--- src/logic/sprite_rom.mem ---
B6
AA
68
AA
A9
AA
AA
AA
5A
00
FF
A5
AA
AA
AA
AA

--- src/logic/blit_pkg.sv ---
package blit_pkg;

  // sprite art and rom geometry
  localparam int SPRITE_DIM   = 4;
  localparam int SPRITE_COUNT = 4;
  localparam int ROM_ROWS     = SPRITE_COUNT * SPRITE_DIM;
  localparam int ROW_W        = 2 * SPRITE_DIM;          // four 2-bit pixel codes
  localparam int ROM_ADDR_W   = $clog2(ROM_ROWS);
  localparam int ROW_IDX_W    = $clog2(SPRITE_DIM);
  localparam int FETCH_W      = $clog2(SPRITE_DIM + 1);  // counts one past the last row

  localparam logic [1:0] PIX_TRANSPARENT = 2'd2;
  localparam logic [1:0] PIX_WHITE       = 2'd1;

  // credit depths on both ports
  localparam int CMD_CREDITS = 2;
  localparam int CMD_PTR_W   = $clog2(CMD_CREDITS);
  localparam int CMD_CNT_W   = $clog2(CMD_CREDITS + 1);
  localparam int PX_CREDITS  = 4;
  localparam int PX_CNT_W    = $clog2(PX_CREDITS + 1);

  typedef enum logic [1:0] {
    OP_NOP    = 2'd0,
    OP_SPRITE = 2'd1,
    OP_FILL   = 2'd2
  } blit_op_e;

  typedef struct packed {
    logic [1:0]  id;
    logic [8:0]  x;
    logic [7:0]  y;
    logic [10:0] pad;
  } sprite_body_t;

  typedef struct packed {
    logic       colour;
    logic [8:0] x;
    logic [7:0] y;
    logic [3:0] width_m1;
    logic [3:0] height_m1;
    logic [3:0] pad;
  } fill_body_t;

  // same 30 body bits, read by op
  typedef union packed {
    sprite_body_t sprite;
    fill_body_t   fill;
  } cmd_body_u;

  typedef struct packed {
    blit_op_e  op;
    cmd_body_u body;
  } blit_cmd_t;

  typedef struct packed {
    logic [8:0] x;
    logic [7:0] y;
    logic       colour;
  } pixel_t;

endpackage

--- src/logic/sprite_rom.sv ---
module sprite_rom (
  input  logic                           clk,
  input  logic [blit_pkg::ROM_ADDR_W-1:0] rom_addr,
  output logic [blit_pkg::ROW_W-1:0]      rom_row
);
  import blit_pkg::*;

  // row sprite*4 + r holds row r of that sprite, column c in bits 2c+1:2c
  logic [ROW_W-1:0] rom [ROM_ROWS];

  initial begin
    $readmemh("/design/src/logic/sprite_rom.mem", rom);
  end

  always_ff @(posedge clk) begin
    rom_row <= rom[rom_addr];  // one cycle read latency
  end

endmodule

--- src/logic/cmd_decoder.sv ---
module cmd_decoder (
  input  logic                clk,
  input  logic                reset,
  input  logic                cmd_valid,
  input  blit_pkg::blit_cmd_t cmd,
  input  logic                job_take,
  output logic                cmd_credit,
  output logic                job_valid,
  output blit_pkg::blit_cmd_t job
);
  import blit_pkg::*;

  blit_cmd_t            fifo_q [CMD_CREDITS];
  logic [CMD_PTR_W-1:0] wr_ptr;
  logic [CMD_PTR_W-1:0] rd_ptr;
  logic [CMD_CNT_W-1:0] count;
  logic                 push;
  logic                 pop;

  assign push = cmd_valid;              // host only sends while holding a credit
  assign pop  = job_take && job_valid;

  // head of queue is the job offered to the walker
  // nops are offered too and the walker turns them into an empty completion
  assign job_valid = (count != '0);
  assign job       = fifo_q[rd_ptr];

  always_ff @(posedge clk) begin
    if (reset) begin
      wr_ptr     <= '0;
      rd_ptr     <= '0;
      count      <= '0;
      cmd_credit <= 1'b0;
    end else begin
      if (push) wr_ptr <= wr_ptr + 1'b1;  // depth 2 wraps on its own
      if (pop) rd_ptr <= rd_ptr + 1'b1;
      count      <= count + CMD_CNT_W'(push) - CMD_CNT_W'(pop);
      cmd_credit <= pop;                  // credit back the cycle after the pop
    end
  end

  always_ff @(posedge clk) begin
    if (push) fifo_q[wr_ptr] <= cmd;
  end

  // a host that respects its credits can never hit a full queue
  a_no_overflow: assert property (@(posedge clk) disable iff (reset)
    cmd_valid |-> count != CMD_CNT_W'(CMD_CREDITS));

  // a returned credit stands for a slot that was just freed
  a_credit_needs_pop: assert property (@(posedge clk) disable iff (reset)
    cmd_credit |-> count != CMD_CNT_W'(CMD_CREDITS));

endmodule

--- src/logic/pixel_walker.sv ---
module pixel_walker (
  input  logic                            clk,
  input  logic                            reset,
  input  logic                            job_valid,
  input  blit_pkg::blit_cmd_t             job,
  input  logic [blit_pkg::ROW_W-1:0]      rom_row,
  input  logic                            pix_ready,
  output logic                            job_take,
  output logic [blit_pkg::ROM_ADDR_W-1:0] rom_addr,
  output logic                            pix_valid,
  output blit_pkg::pixel_t                pix,
  output logic                            pix_last,
  output logic                            pix_empty
);
  import blit_pkg::*;

  typedef enum logic [1:0] {IDLE, FETCH, WALK, FINISH} state_e;

  state_e                state;
  blit_cmd_t             job_r;
  logic [FETCH_W-1:0]    fetch_cnt;
  logic [ROW_IDX_W-1:0]  fetch_row;
  logic [ROM_ROWS-1:0]   opaque;     // pixels of the sprite still to draw
  logic [ROM_ROWS-1:0]   white;
  logic [ROM_ADDR_W-1:0] first;      // row-major index of the next opaque pixel
  logic [3:0]            col;
  logic [3:0]            row;
  logic                  is_sprite;
  logic                  fill_end;
  logic                  move;

  assign job_take  = (state == IDLE) && job_valid;
  assign is_sprite = (job_r.op == OP_SPRITE);
  assign fill_end  = (col == job_r.body.fill.width_m1) && (row == job_r.body.fill.height_m1);
  assign move      = pix_valid && pix_ready;

  // address id*4 + row, data lands one cycle later
  assign rom_addr  = {job_r.body.sprite.id, fetch_cnt[ROW_IDX_W-1:0]};
  assign fetch_row = ROW_IDX_W'(fetch_cnt - 1'b1);

  // lowest set bit, so transparent pixels cost no output cycle
  always_comb begin
    first = '0;
    for (int i = ROM_ROWS - 1; i >= 0; i--) begin
      if (opaque[i]) first = ROM_ADDR_W'(i);
    end
  end

  assign pix_empty = (state == FINISH);
  assign pix_valid = pix_empty || ((state == WALK) && !(is_sprite && opaque == '0));
  assign pix_last  = pix_empty ||
                     (is_sprite ? ((opaque & (opaque - 1'b1)) == '0) : fill_end);

  always_comb begin
    if (is_sprite) begin
      pix.x      = job_r.body.sprite.x + 9'(first[ROW_IDX_W-1:0]);
      pix.y      = job_r.body.sprite.y + 8'(first[ROM_ADDR_W-1:ROW_IDX_W]);
      pix.colour = white[first];
    end else begin
      pix.x      = job_r.body.fill.x + 9'(col);  // wraps modulo 512
      pix.y      = job_r.body.fill.y + 8'(row);
      pix.colour = job_r.body.fill.colour;
    end
  end

  always_ff @(posedge clk) begin
    if (reset) begin
      state <= IDLE;
    end else begin
      case (state)
        IDLE: begin
          if (job_valid) begin
            case (job.op)
              OP_SPRITE: state <= FETCH;
              OP_FILL:   state <= WALK;
              default:   state <= FINISH;  // nop completes with no write
            endcase
          end
        end
        FETCH:   if (fetch_cnt == FETCH_W'(SPRITE_DIM)) state <= WALK;
        WALK: begin
          if (is_sprite && opaque == '0) state <= FINISH;  // all transparent
          else if (move && pix_last) state <= IDLE;
        end
        FINISH:  if (move) state <= IDLE;
        default: state <= IDLE;
      endcase
    end
  end

  always_ff @(posedge clk) begin
    if (job_take) begin
      job_r     <= job;
      fetch_cnt <= '0;
      col       <= '0;
      row       <= '0;
    end
    if (state == FETCH) begin
      fetch_cnt <= fetch_cnt + 1'b1;
      if (fetch_cnt != '0) begin
        for (int c = 0; c < SPRITE_DIM; c++) begin
          opaque[{fetch_row, ROW_IDX_W'(c)}] <= (rom_row[2*c +: 2] != PIX_TRANSPARENT);
          white[{fetch_row, ROW_IDX_W'(c)}]  <= (rom_row[2*c +: 2] == PIX_WHITE);
        end
      end
    end
    if (move && state == WALK) begin
      if (is_sprite) begin
        opaque[first] <= 1'b0;
      end else if (col == job_r.body.fill.width_m1) begin
        col <= '0;
        row <= row + 1'b1;
      end else begin
        col <= col + 1'b1;
      end
    end
  end

  // the emitter may stall us for many cycles, the offered record must hold
  a_pix_stable: assert property (@(posedge clk) disable iff (reset)
    pix_valid && !pix_ready |=> pix_valid && $stable(pix) && $stable(pix_last));

endmodule

--- src/logic/pixel_emitter.sv ---
module pixel_emitter (
  input  logic             clk,
  input  logic             reset,
  input  logic             pix_valid,
  input  blit_pkg::pixel_t pix,
  input  logic             pix_last,
  input  logic             pix_empty,
  input  logic             px_credit,
  output logic             pix_ready,
  output logic             px_valid,
  output blit_pkg::pixel_t px,
  output logic             blit_done
);
  import blit_pkg::*;

  logic [PX_CNT_W-1:0] credits;
  logic                take;

  // the held record always goes out in the cycle it is valid, so a new one
  // fits whenever a credit is left over after this cycle's send
  assign pix_ready = (credits > PX_CNT_W'(px_valid));
  assign take      = pix_valid && pix_ready;

  always_ff @(posedge clk) begin
    if (reset) begin
      px_valid  <= 1'b0;
      blit_done <= 1'b0;
      credits   <= PX_CNT_W'(PX_CREDITS);  // framebuffer starts empty
    end else begin
      px_valid  <= take && !pix_empty;     // empty record only carries the done
      blit_done <= take && pix_last;
      credits   <= credits - PX_CNT_W'(px_valid) + PX_CNT_W'(px_credit);
    end
  end

  always_ff @(posedge clk) begin
    if (take) px <= pix;
  end

  // a write never goes out unless the framebuffer has room for it
  a_send_has_credit: assert property (@(posedge clk) disable iff (reset)
    px_valid |-> credits != '0);

  // framebuffer returns no more than it was sent
  a_credit_bound: assert property (@(posedge clk) disable iff (reset)
    credits <= PX_CNT_W'(PX_CREDITS));

endmodule

--- src/logic/blit_top.sv ---
module blit_top (
  input  logic                clk,
  input  logic                reset,
  input  logic                cmd_valid,
  input  blit_pkg::blit_cmd_t cmd,
  input  logic                px_credit,
  output logic                cmd_credit,
  output logic                px_valid,
  output blit_pkg::pixel_t    px,
  output logic                blit_done
);
  import blit_pkg::*;

  // decoder to walker
  logic      job_valid;
  logic      job_take;
  blit_cmd_t job;

  // walker to rom
  logic [ROM_ADDR_W-1:0] rom_addr;
  logic [ROW_W-1:0]      rom_row;

  // walker to emitter
  logic   pix_valid;
  logic   pix_ready;
  logic   pix_last;
  logic   pix_empty;  // record carries only the completion
  pixel_t pix;

  cmd_decoder cmd_decoder_i (
    .clk        (clk),
    .reset      (reset),
    .cmd_valid  (cmd_valid),
    .cmd        (cmd),
    .job_take   (job_take),
    .cmd_credit (cmd_credit),
    .job_valid  (job_valid),
    .job        (job)
  );

  pixel_walker pixel_walker_i (
    .clk       (clk),
    .reset     (reset),
    .job_valid (job_valid),
    .job       (job),
    .rom_row   (rom_row),
    .pix_ready (pix_ready),
    .job_take  (job_take),
    .rom_addr  (rom_addr),
    .pix_valid (pix_valid),
    .pix       (pix),
    .pix_last  (pix_last),
    .pix_empty (pix_empty)
  );

  sprite_rom sprite_rom_i (
    .clk      (clk),
    .rom_addr (rom_addr),
    .rom_row  (rom_row)
  );

  pixel_emitter pixel_emitter_i (
    .clk       (clk),
    .reset     (reset),
    .pix_valid (pix_valid),
    .pix       (pix),
    .pix_last  (pix_last),
    .pix_empty (pix_empty),
    .px_credit (px_credit),
    .pix_ready (pix_ready),
    .px_valid  (px_valid),
    .px        (px),
    .blit_done (blit_done)
  );

endmodule

--- config.mk ---
export PLATFORM = sky130hd
export DESIGN_NAME = blit_top
export DESIGN_NICKNAME = d
export VERILOG_FILES = /design/src/logic/blit_pkg.sv /design/src/logic/sprite_rom.sv /design/src/logic/cmd_decoder.sv /design/src/logic/pixel_walker.sv /design/src/logic/pixel_emitter.sv /design/src/logic/blit_top.sv
export SDC_FILE = /design/constraint.sdc
export NUM_CORES = 1
export LEC_CHECK = 0
export BUFFER_PORTS_ARGS = -buffer_cell sky130_fd_sc_hd__buf_2
export CAP_MARGIN = 20
export CELL_PAD_IN_SITES_DETAIL_PLACEMENT = 1
export CELL_PAD_IN_SITES_GLOBAL_PLACEMENT = 1
export CORE_MARGIN = 5
export CORE_UTILIZATION = 54
export CTS_CLUSTER_DIAMETER = 80
export DETAILED_ROUTE_END_ITERATION = 8
export PLACE_DENSITY_LB_ADDON = 0.2
export RECOVER_POWER = 50
export SYNTH_ARGS = -nofsm -noshare
export SYNTH_HDL_FRONTEND = slang
export SYNTH_HIERARCHICAL = 1
export SYNTH_SLANG_ARGS = --single-unit
--- constraint.sdc ---
create_clock -name clk -period 9 [get_ports clk]
set_input_delay 2.25 -clock clk [delete_from_list [all_inputs] [get_ports clk]]
set_output_delay 2.25 -clock clk [all_outputs]
set_load 0.1 [all_outputs]
==> results of run 1 <==
## cell usage in the layout (no fill, tap or decap), types with 11 or more instances in the layout
| master | instances |
|---|---|
| edfxtp_1 | 121 |
| nor2_1 | 52 |
| nand2_1 | 43 |
| a21oi_1 | 42 |
| dfxtp_1 | 37 |
| buf_2 | 34 |
| inv_1 | 31 |
| mux2_1 | 29 |
| ha_1 | 24 |
| clkbuf_1 | 20 |
| xor2_1 | 18 |
| clkbuf_16 | 17 |
| xnor2_1 | 15 |
| nor2b_1 | 13 |
| o21ai_0 | 13 |
| nor3_1 | 11 |
## per-stage QoR
stage,instances,instance area (um^2)
floorplan,621,7690
global placement,831,8020
detailed placement,831,8020
CTS,863,8610
global route,863,8460
finish,863,8460
## worst max-delay path: stages, from the launching register on
cell	delay (ns)
dfxtp_1	0.50
nor3_1	0.32
clkbuf_1	1.40
o21a_1	0.38
ha_1	0.27
inv_1	0.07
ha_1	0.15
xnor3_1	0.22
nor2_1	0.09
## power by group
part	internal [mW]	total, mW	switching [mW]	leakage [nW]
Clock	0.414	0.714	0.300	0.275
Sequential	1.04	1.26	0.219	1.44
Combinational	0.352	1.13	0.777	1.53
## sequential cells by signal (all words and copies together), names as in the netlist, named ones only
signal,cells
pixel_walker_i/fetch_cnt,3
pixel_walker_i/col,4
pixel_emitter_i/blit_done,1
pixel_walker_i/opaque,16
pixel_walker_i/row,4
cmd_decoder_i/wr_ptr,1
pixel_walker_i/state,2
pixel_walker_i/rom_addr,2
pixel_walker_i/white,16
cmd_decoder_i/rd_ptr,1
pixel_emitter_i/px_valid,1
cmd_decoder_i/fifo_q,56
pixel_walker_i/job_r,26
pixel_emitter_i/px,18
cmd_decoder_i/cmd_credit,1
cmd_decoder_i/count,2
pixel_emitter_i/credits,3
## cell type report
type | instances | area share
Sequential cell | 158 | 0.517
Multi-Input combinational cell | 403 | 0.339
Clock buffer | 18 | 0.0507
Timing Repair Buffer | 58 | 0.0330
Tap cell | 180 | 0.0266
Clock inverter | 14 | 0.0189
Inverter | 32 | 0.0142
## per-layer routing
metal / GRT usage / vias to the layer above
li1: - / 2323
met1: 0.278 / 2490
met2: 0.393 / 97
met3: 0.0474 / 21
met4: 0.0754 / 0
met5: 0 / -
## how the worst max path moves through the flow
stage / from / to / slack (ns)
after detailed placement: cmd_valid / cmd_decoder_i/fifo_q[0][26] / 5.72
after global placement: cmd_valid / cmd_decoder_i/fifo_q[0][26] / 5.78
final: pixel_walker_i/state[0] / cmd_decoder_i/count[1] / 5.52
after floorplan: cmd_valid / cmd_decoder_i/fifo_q[0][10] / 5.06
after global routing: pixel_walker_i/opaque[7] / pixel_emitter_i/px[17] / 5.26
after CTS: pixel_emitter_i/px[1] / px[1] / 5.52
==> results.py, run 1 <==
metrics = {
    "hold_path": {
        "hold_path_class": "reg2reg",
        "min_from": "cmd_decoder_i/fifo_q[0][26]",
        "whs_path_depth": 1,
        "min_to": "pixel_walker_i/job_r[26]",
    },
    "routing": {
        "postRouteAntennaNets": 0,
        "top_layer_used": "met4",
        "drc": 0,
        "detail_route.vias_per_cell": 5.71,
        "drtPass1Iterations": 6,
        "wl_met3_um": 654,
        "avgRoutedWirePerCell_um": 20.5,
        "num_vias": 4931,
        "wl_met1_um": 7510,
        "drt-initial-drc-count": 313,
        "routed_wl_um": 17700,
        "dr_wl_met2_um": 9280,
    },
    "floorplan": {
        "dieArea_mm2": 0.0167,
        "num_io_pins": 57,
        "die-width_um": 129,
        "die_height_um": 129,
        "rows": 43,
        "initial_utilization": 0.552,
        "core_area_mm2": 0.0139,
    },
    "timing": {
        "max_freq_ghz": 0.288,
        "fin_crit_sh": 0.386,
        "setup_viol": 0,
        "layout_setup_ws_ns": 5.52,
        "max_slew_margin": -0.265,
        "hold_viol": 0,
        "rsz0062_at_grt": "false",
        "skew_ns": 0.00913,
        "tightest_slew_ns": 1.90,
        "hold_ws_ns": 0.537,
        "fin_tns_setup_ns": 0,
        "report.final.slew_viol_count": 36,
        "period_minus_slack_ns": 3.48,
    },
    "cells_and_area": {
        "drive_gt1_frac": 0.132,
        "seq_area_mm2": 0.00437,
        "antenna_cells": 0,
        "multi_input_area_mm2": 0.00287,
        "final_nets": 735,
        "nFillCells": 1419,
        "syn_to_final_growth_pct": 10.3,
        "post-route-util": 0.609,
    },
    "power_and_ir_drop": {
        "power_density_mw_per_mm2": 367,
        "static-leakage-power_nw": 3.24,
        "ir_drop_mv": 0.215,
        "p_total_mw": 3.10,
    },
    "cts": {
        "cts_buffers": 17,
        "cts_sinks": 158,
        "cts_tree": "built",
        "htreeDepth": 4,
        "cts_setup_buffers": 0,
        "cts-resized-gates": 0,
        "holdBufCountCts": 0,
        "cts_buffer_depth": 2,
        "clk_latency_ns": 0.43,
        "cts-root-buf": "clkbuf_16",
        "path_clk_slew_ns": 0.07,
    },
    "outcome": {
        "violations": "max-capacitance violations, max-slew violations",
        "status": "complete, but fails checks",
    },
    "synth": {
        "synthCells": 614,
        "syn_avg_cell_area_um2": 12.5,
        "syn_area_mm2": 0.00767,
        "synth_warnings": 6,
    },
    "worst_setup_path": {
        "critical_path_class": "reg2reg",
        "cp.required_ns": 9.36,
        "path_max_fanout": 35,
        "r2r_cells": 8,
        "rrSetupSlack_ns": 5.52,
        "crit_arrival_ns": 3.83,
        "timing.rr.start": "pixel_walker_i/state[0]",
        "r2r_end": "cmd_decoder_i/count[1]",
        "worst_setup_path_start_kind": "flip-flop",
        "cp-end-kind": "flip-flop",
    },
    "run": {
        "maxCapViolations": 1,
    },
    "global_routing": {
        "antenna_found_initial": 0,
        "grt_usage": 0.225,
        "grt-ovfl-total": 0,
        "first_global_vias": 5360,
        "grt_pass1_wl_um": 28400,
        "grt_max_degree": 36,
    },
    "placement": {
        "port_buffers": 52,
        "gp_congestion": 0.905,
        "pre_cts_slack_ns": 5.72,
        "hpwlAfterDp_um": 12400,
    },
}
(Power assumes the default switching activity.)
==> run 2, diff against run 1 <==
--- a/config.mk
+++ b/config.mk
@@ -5,12 +5,13 @@
 export SDC_FILE = /design/constraint.sdc
 export NUM_CORES = 1
 export LEC_CHECK = 0
+export ABC_AREA = 1
 export BUFFER_PORTS_ARGS = -buffer_cell sky130_fd_sc_hd__buf_2
 export CAP_MARGIN = 20
 export CELL_PAD_IN_SITES_DETAIL_PLACEMENT = 1
 export CELL_PAD_IN_SITES_GLOBAL_PLACEMENT = 1
 export CORE_MARGIN = 5
-export CORE_UTILIZATION = 54
+export CORE_UTILIZATION = 44
 export CTS_CLUSTER_DIAMETER = 80
 export DETAILED_ROUTE_END_ITERATION = 8
 export PLACE_DENSITY_LB_ADDON = 0.2
==> constraint.sdc (replaced) <==
create_clock -name clk -period 2.8 [get_ports clk]
set_input_delay 0.7 -clock clk [delete_from_list [all_inputs] [get_ports clk]]
set_output_delay 0.7 -clock clk [all_outputs]
set_load 0.1 [all_outputs]
==> run 2 against run 1 <==
The run now ends clean. Fmax rose by 30%. Synthesized cell count rose by 17%. Setup slack got worse by 5.4 ns. Combinational power rose to 3.9 times the previous value. Synthesized area is essentially flat. Sequential share of layout area down 2.5 points. Die area grew 21%. Register-to-register slack got worse by 5.4 ns. Power rose to 3.4 times the previous value.
==> results.py, run 2 <==
metrics = {
    "floorplan": {
        "dieArea_mm2": 0.0202,
        "die-width_um": 142,
        "rows": 48,
        "num_io_pins": 57,
        "initial_utilization": 0.447,
        "die_height_um": 142,
        "core_area_mm2": 0.0172,
    },
    "global_routing": {
        "antenna_found_initial": 0,
        "grt-ovfl-total": 0,
        "grt_util_met2": 0.314,
        "grt_max_degree": 35,
        "grt_pass1_wl_um": 27000,
        "gr-usage-met1": 0.198,
        "grt_usage": 0.170,
        "first_global_vias": 5592,
        "gr-usage-met3": 0.0363,
        "gr-max-usage-layer": "met2",
    },
    "routing": {
        "drc": 0,
        "num_vias": 5238,
        "postRouteAntennaNets": 0,
        "avgRoutedWirePerCell_um": 15.9,
        "drt-initial-drc-count": 249,
        "routed_wl_um": 16500,
        "drtPass1Iterations": 5,
        "detail_route.vias_per_cell": 5.02,
    },
    "hold_path": {
        "min_to": "cmd_decoder_i/fifo_q[1][26]",
        "hold_path_class": "in2reg",
        "min_from": "cmd[26]",
        "whs_path_depth": 1,
    },
    "worst_setup_path": {
        "timing.rr.start": "pixel_walker_i/opaque[14]",
        "cp.depth": 26,
        "worst_setup_path_start_kind": "flip-flop",
        "r2r_end": "pixel_emitter_i/px[17]",
        "r2r_cells": 26,
        "crit_buf_inv": 2,
        "slowest_stage": "fa_2",
        "crit_top_cell": "nand2_1",
        "cp.required_ns": 2.96,
        "crit_arrival_ns": 2.83,
        "rrSetupSlack_ns": 0.13,
        "slowest_delay_ns": 0.40,
        "crit_family": "simple AND/OR/NAND/NOR gates",
        "cp-end-kind": "flip-flop",
        "path_max_fanout": 3,
        "critical_path_class": "reg2reg",
    },
    "power_and_ir_drop": {
        "power_density_mw_per_mm2": 1170,
        "p_total_mw": 10.4,
        "static-leakage-power_nw": 3.70,
        "ir_drop_mv": 0.743,
    },
    "outcome": {
        "status": "completed",
    },
    "cts": {
        "path_clk_slew_ns": 0.07,
        "cts_tree": "built",
        "cts_buffer_depth": 2,
        "htreeDepth": 4,
        "clk_latency_ns": 0.42,
        "holdBufCountCts": 0,
        "cts-root-buf": "clkbuf_16",
        "cts_buffers": 17,
        "cts_sinks": 158,
    },
    "cells_and_area": {
        "final_nets": 870,
        "largest_register": "cmd_decoder_i/fifo_q",
        "post-route-util": 0.518,
        "reg_top3": "cmd_decoder_i/fifo_q x56, pixel_walker_i/job_r x26, pixel_emitter_i/px x18",
        "drive_gt1_frac": 0.196,
        "largest_reg_flops": 56,
        "final_common_cell": "edfxtp_1",
        "final_cell_mix": "121 x edfxtp_1, 120 x inv_1, 105 x nand2_1, 73 x nor2_1, 40 x buf_2",
        "syn_to_final_growth_pct": 15.9,
        "antenna_cells": 0,
        "fin_cells": 1043,
    },
    "timing": {
        "max_slew_margin": 0.619,
        "skew_ns": 0.0102,
        "hold_viol": 0,
        "tightest_slew_ns": 0.566,
        "layout_setup_ws_ns": 0.129,
        "rsz0062_at_grt": "true",
        "setup_viol": 0,
        "fin_tns_setup_ns": 0,
        "period_minus_slack_ns": 2.67,
        "max_freq_ghz": 0.374,
        "fin_crit_sh": 0.954,
        "report.final.slew_viol_count": 0,
    },
    "placement": {
        "dp.cells": 1007,
        "port_buffers": 52,
        "gp_congestion": 0.835,
        "hpwlAfterDp_um": 12300,
        "pre_cts_slack_ns": 0.0495,
    },
    "synth": {
        "syn_avg_cell_area_um2": 10.7,
        "syn_area_mm2": 0.00767,
        "synth_warnings": 6,
        "synthCells": 720,
    },
    "run": {
        "maxCapViolations": 0,
    },
}
## run 2: through the flow
stage	hold WS (ns)	instance area, um^2
after floorplan	0.467	7700
after global placement	0.480	8240
after detailed placement	0.504	8240
after CTS	0.445	8830
after global routing	0.441	8890
final	0.467	8890
## run 2: area by class of cell
cell class              count  area, um^2
clock inverters            13         146
inverters                 125         473
well taps                 225         282
flip-flops and latches    158        4380
clock buffers              19         433
repair buffers             75         418
multi-input cells         428        2760
fillers                  1926        8280
## run 2: how the worst max path moves through the flow
stage               slack (ns)                 startpoint                endpoint
finish                    0.13  pixel_walker_i/opaque[14]  pixel_emitter_i/px[17]
global route             -0.05  pixel_walker_i/opaque[14]  pixel_emitter_i/px[17]
CTS                       0.01  pixel_walker_i/opaque[13]  pixel_emitter_i/px[17]
detailed placement        0.05  pixel_walker_i/opaque[12]   pixel_emitter_i/px[7]
global placement          0.12  pixel_walker_i/opaque[14]  pixel_emitter_i/px[17]
floorplan                 0.24  pixel_walker_i/opaque[14]  pixel_emitter_i/px[17]
## run 2: where the power goes
group / total (mW) / internal [mW] / switching (mW)
clock: 2.24 / 1.27 / 0.977
combinational: 4.37 / 1.34 / 3.03
sequential: 3.79 / 3.34 / 0.444
## run 2: routing by layer
metal	share of wire	routed length, um
met1	0.43	7120
met2	0.53	8710
met3	0.031	516
met4	0.012	204
met5	0	0
## run 2: repair_timing
item,in CTS,in global routing
setup buffers,0,4
endpoints found under the setup margin,1,6
pin swaps,0,11
gates resized for setup,3,18
==> run 3, diff against run 2 <==
--- a/config.mk
+++ b/config.mk
@@ -10,12 +10,12 @@
 export CAP_MARGIN = 20
 export CELL_PAD_IN_SITES_DETAIL_PLACEMENT = 1
 export CELL_PAD_IN_SITES_GLOBAL_PLACEMENT = 1
+export CORE_ASPECT_RATIO = 1.2
 export CORE_MARGIN = 5
 export CORE_UTILIZATION = 44
 export CTS_CLUSTER_DIAMETER = 80
 export DETAILED_ROUTE_END_ITERATION = 8
 export PLACE_DENSITY_LB_ADDON = 0.2
-export RECOVER_POWER = 50
 export SYNTH_ARGS = -nofsm -noshare
 export SYNTH_HDL_FRONTEND = slang
 export SYNTH_HIERARCHICAL = 1
==> run 3 against run 2 <==
Worst hold slack worse by 0.0081 ns. Power fell by 0.24%. Routed wire length increased by 1.7%. First-iteration DRC count decreased by 32%. Die area about the same. Setup slack improved by 0.066 ns. Design area is essentially flat. Clock skew is 0.0036 ns lower. Non-clock buffer count shrank 1. Critical path depth down 13. Sequential power about the same. Sequential share of layout area about the same. Critical endpoint is now pixel_emitter_i/px[7].
==> results.py, run 3 (same netlist as run 2, synthesis figures left out) <==
metrics = {
    "outcome": {
        "status": "completed",
    },
    "placement": {
        "port_buffers": 52,
        "placed_area_mm2": 0.00825,
        "pre_cts_slack_ns": 0.0393,
        "gp_congestion": 0.870,
        "hpwlAfterDp_um": 13000,
        "dp.cells": 1004,
    },
    "worst_setup_path": {
        "cp.required_ns": 2.96,
        "cp-end-kind": "flip-flop",
        "timing.rr.start": "pixel_walker_i/opaque[11]",
        "slowest_delay_ns": 0.40,
        "slowest_stage": "fa_1",
        "critical_path_class": "reg2reg",
        "crit_chain": "nor2_1 -> nand3_1 -> a21oi_2 -> buf_4 -> ha_1 -> inv_1 -> fa_1 -> nor2_2 -> nand2_1 -> nor2_1 -> inv_1 -> o21ai_1 -> o22ai_1",
        "crit_buf_inv": 3,
        "r2r_cells": 13,
        "crit_path_start": "pixel_walker_i/opaque[11]",
        "crit_arrival_ns": 2.76,
        "r2r_end": "pixel_emitter_i/px[7]",
        "rrSetupSlack_ns": 0.19,
        "worst_setup_path_start_kind": "flip-flop",
        "path_max_fanout": 5,
        "crit_family": "simple AND/OR/NAND/NOR gates",
    },
    "hold_path": {
        "min_to": "cmd_decoder_i/fifo_q[0][24]",
        "hold_path_class": "in2reg",
        "whs_path_depth": 1,
        "min_from": "cmd[24]",
    },
    "cells_and_area": {
        "final_nets": 869,
        "drive_gt1_frac": 0.211,
        "nFillCells": 1892,
        "fin_cells": 1037,
        "largest_register": "cmd_decoder_i/fifo_q",
        "final_common_cell": "edfxtp_1",
        "syn_to_final_growth_pct": 16.0,
        "antenna_cells": 0,
        "final_cell_mix": "121 x edfxtp_1, 120 x inv_1, 108 x nand2_1, 70 x nor2_1, 52 x buf_2",
        "largest_reg_flops": 56,
        "finish.instance_area_mm2": 0.00890,
        "reg_top3": "cmd_decoder_i/fifo_q x56, pixel_walker_i/job_r x26, pixel_emitter_i/px x18",
    },
    "cts": {
        "path_clk_slew_ns": 0.07,
        "clk_latency_ns": 0.43,
        "cts_sinks": 158,
        "cts_buffer_depth": 2,
        "htreeDepth": 4,
        "cts-root-buf": "clkbuf_16",
        "cts_buffers": 17,
        "cts_tree": "built",
    },
    "power_and_ir_drop": {
        "p_total_mw": 10.4,
        "ir_drop_mv": 0.554,
        "power_density_mw_per_mm2": 1170,
        "static-leakage-power_nw": 3.73,
    },
    "timing": {
        "fin_crit_sh": 0.930,
        "period_minus_slack_ns": 2.61,
        "tightest_slew_ns": 0.541,
        "hold_viol": 0,
        "max_freq_ghz": 0.384,
        "rsz0062_at_grt": "true",
        "skew_ns": 0.00656,
        "report.final.slew_viol_count": 0,
        "layout_setup_ws_ns": 0.195,
        "fin_tns_setup_ns": 0,
        "max_slew_margin": 0.636,
        "setup_viol": 0,
    },
    "global_routing": {
        "grt-ovfl-total": 0,
        "grt_pass1_wl_um": 28000,
        "first_global_vias": 5751,
        "antenna_found_initial": 0,
        "grt_max_degree": 35,
        "grt_usage": 0.178,
    },
    "routing": {
        "drt-initial-drc-count": 170,
        "num_vias": 5233,
        "avgRoutedWirePerCell_um": 16.2,
        "drc": 0,
        "drtPass1Iterations": 4,
        "routed_wl_um": 16800,
        "detail_route.vias_per_cell": 5.05,
        "postRouteAntennaNets": 0,
    },
    "floorplan": {
        "dieArea_mm2": 0.0202,
        "num_io_pins": 57,
        "die_height_um": 155,
        "core_area_mm2": 0.0173,
        "rows": 53,
        "die-width_um": 131,
        "initial_utilization": 0.443,
    },
    "run": {
        "maxCapViolations": 0,
    },
}
run 3: cell type report:
cell class / count / area (um^2) / area share
Sequential cell: 158 / 4380 / 0.492
Clock buffer: 20 / 457 / 0.0513
Timing Repair Buffer: 74 / 425 / 0.0478
Multi-Input combinational cell: 428 / 2760 / 0.310
Inverter: 125 / 473 / 0.0532
Tap cell: 220 / 275 / 0.0309
Clock inverter: 12 / 129 / 0.0145
run 3: what timing repair did:
| item | CTS | global route |
|---|---|---|
| setup endpoints to repair | 0 | 10 |
| resized for setup | 0 | 20 |
| endpoints found under the hold margin | 0 | 0 |
| buffers inserted | 0 | 1 |
| hold buffers | 0 | 0 |
run 3: metrics by stage:
step | hold WS, ns | utilization
2_1_floorplan | 0.467 | -
3_3_place_gp | 0.479 | 0.476
3_5_place_dp | 0.513 | 0.476
4_1_cts | 0.436 | 0.510
5_1_grt | 0.431 | 0.514
6_report | 0.459 | 0.514
run 3: worst max-delay path by stage:
stage	end	slack, ns	depth (start not counted)
6_report	pixel_emitter_i/px[7]	0.19	13
5_1_grt	pixel_emitter_i/px[17]	-0.03	26
4_1_cts	pixel_emitter_i/px[7]	0.01	16
3_5_place_dp	pixel_emitter_i/px[7]	0.04	16
3_3_place_gp	pixel_emitter_i/px[17]	0.10	26
2_1_floorplan	pixel_emitter_i/px[17]	0.24	26
run 3: power breakdown:
| group | internal [mW] | switching, mW |
|---|---|---|
| clock | 1.30 | 0.963 |
| sequential | 3.34 | 0.452 |
| combinational | 1.32 | 3.00 |
| total | 5.96 | 4.42 |
run 3: layer usage:
| layer | wire length (um) | vias to the layer above | GRT usage |
|---|---|---|---|
| met1 | 6650 | 2532 | 0.194 |
| met4 | 516 | 0 | 0.0774 |
| met2 | 9190 | 79 | 0.328 |
| met3 | 473 | 39 | 0.0335 |
| li1 | - | 2583 | - |
| met5 | 0 | - | 0 |
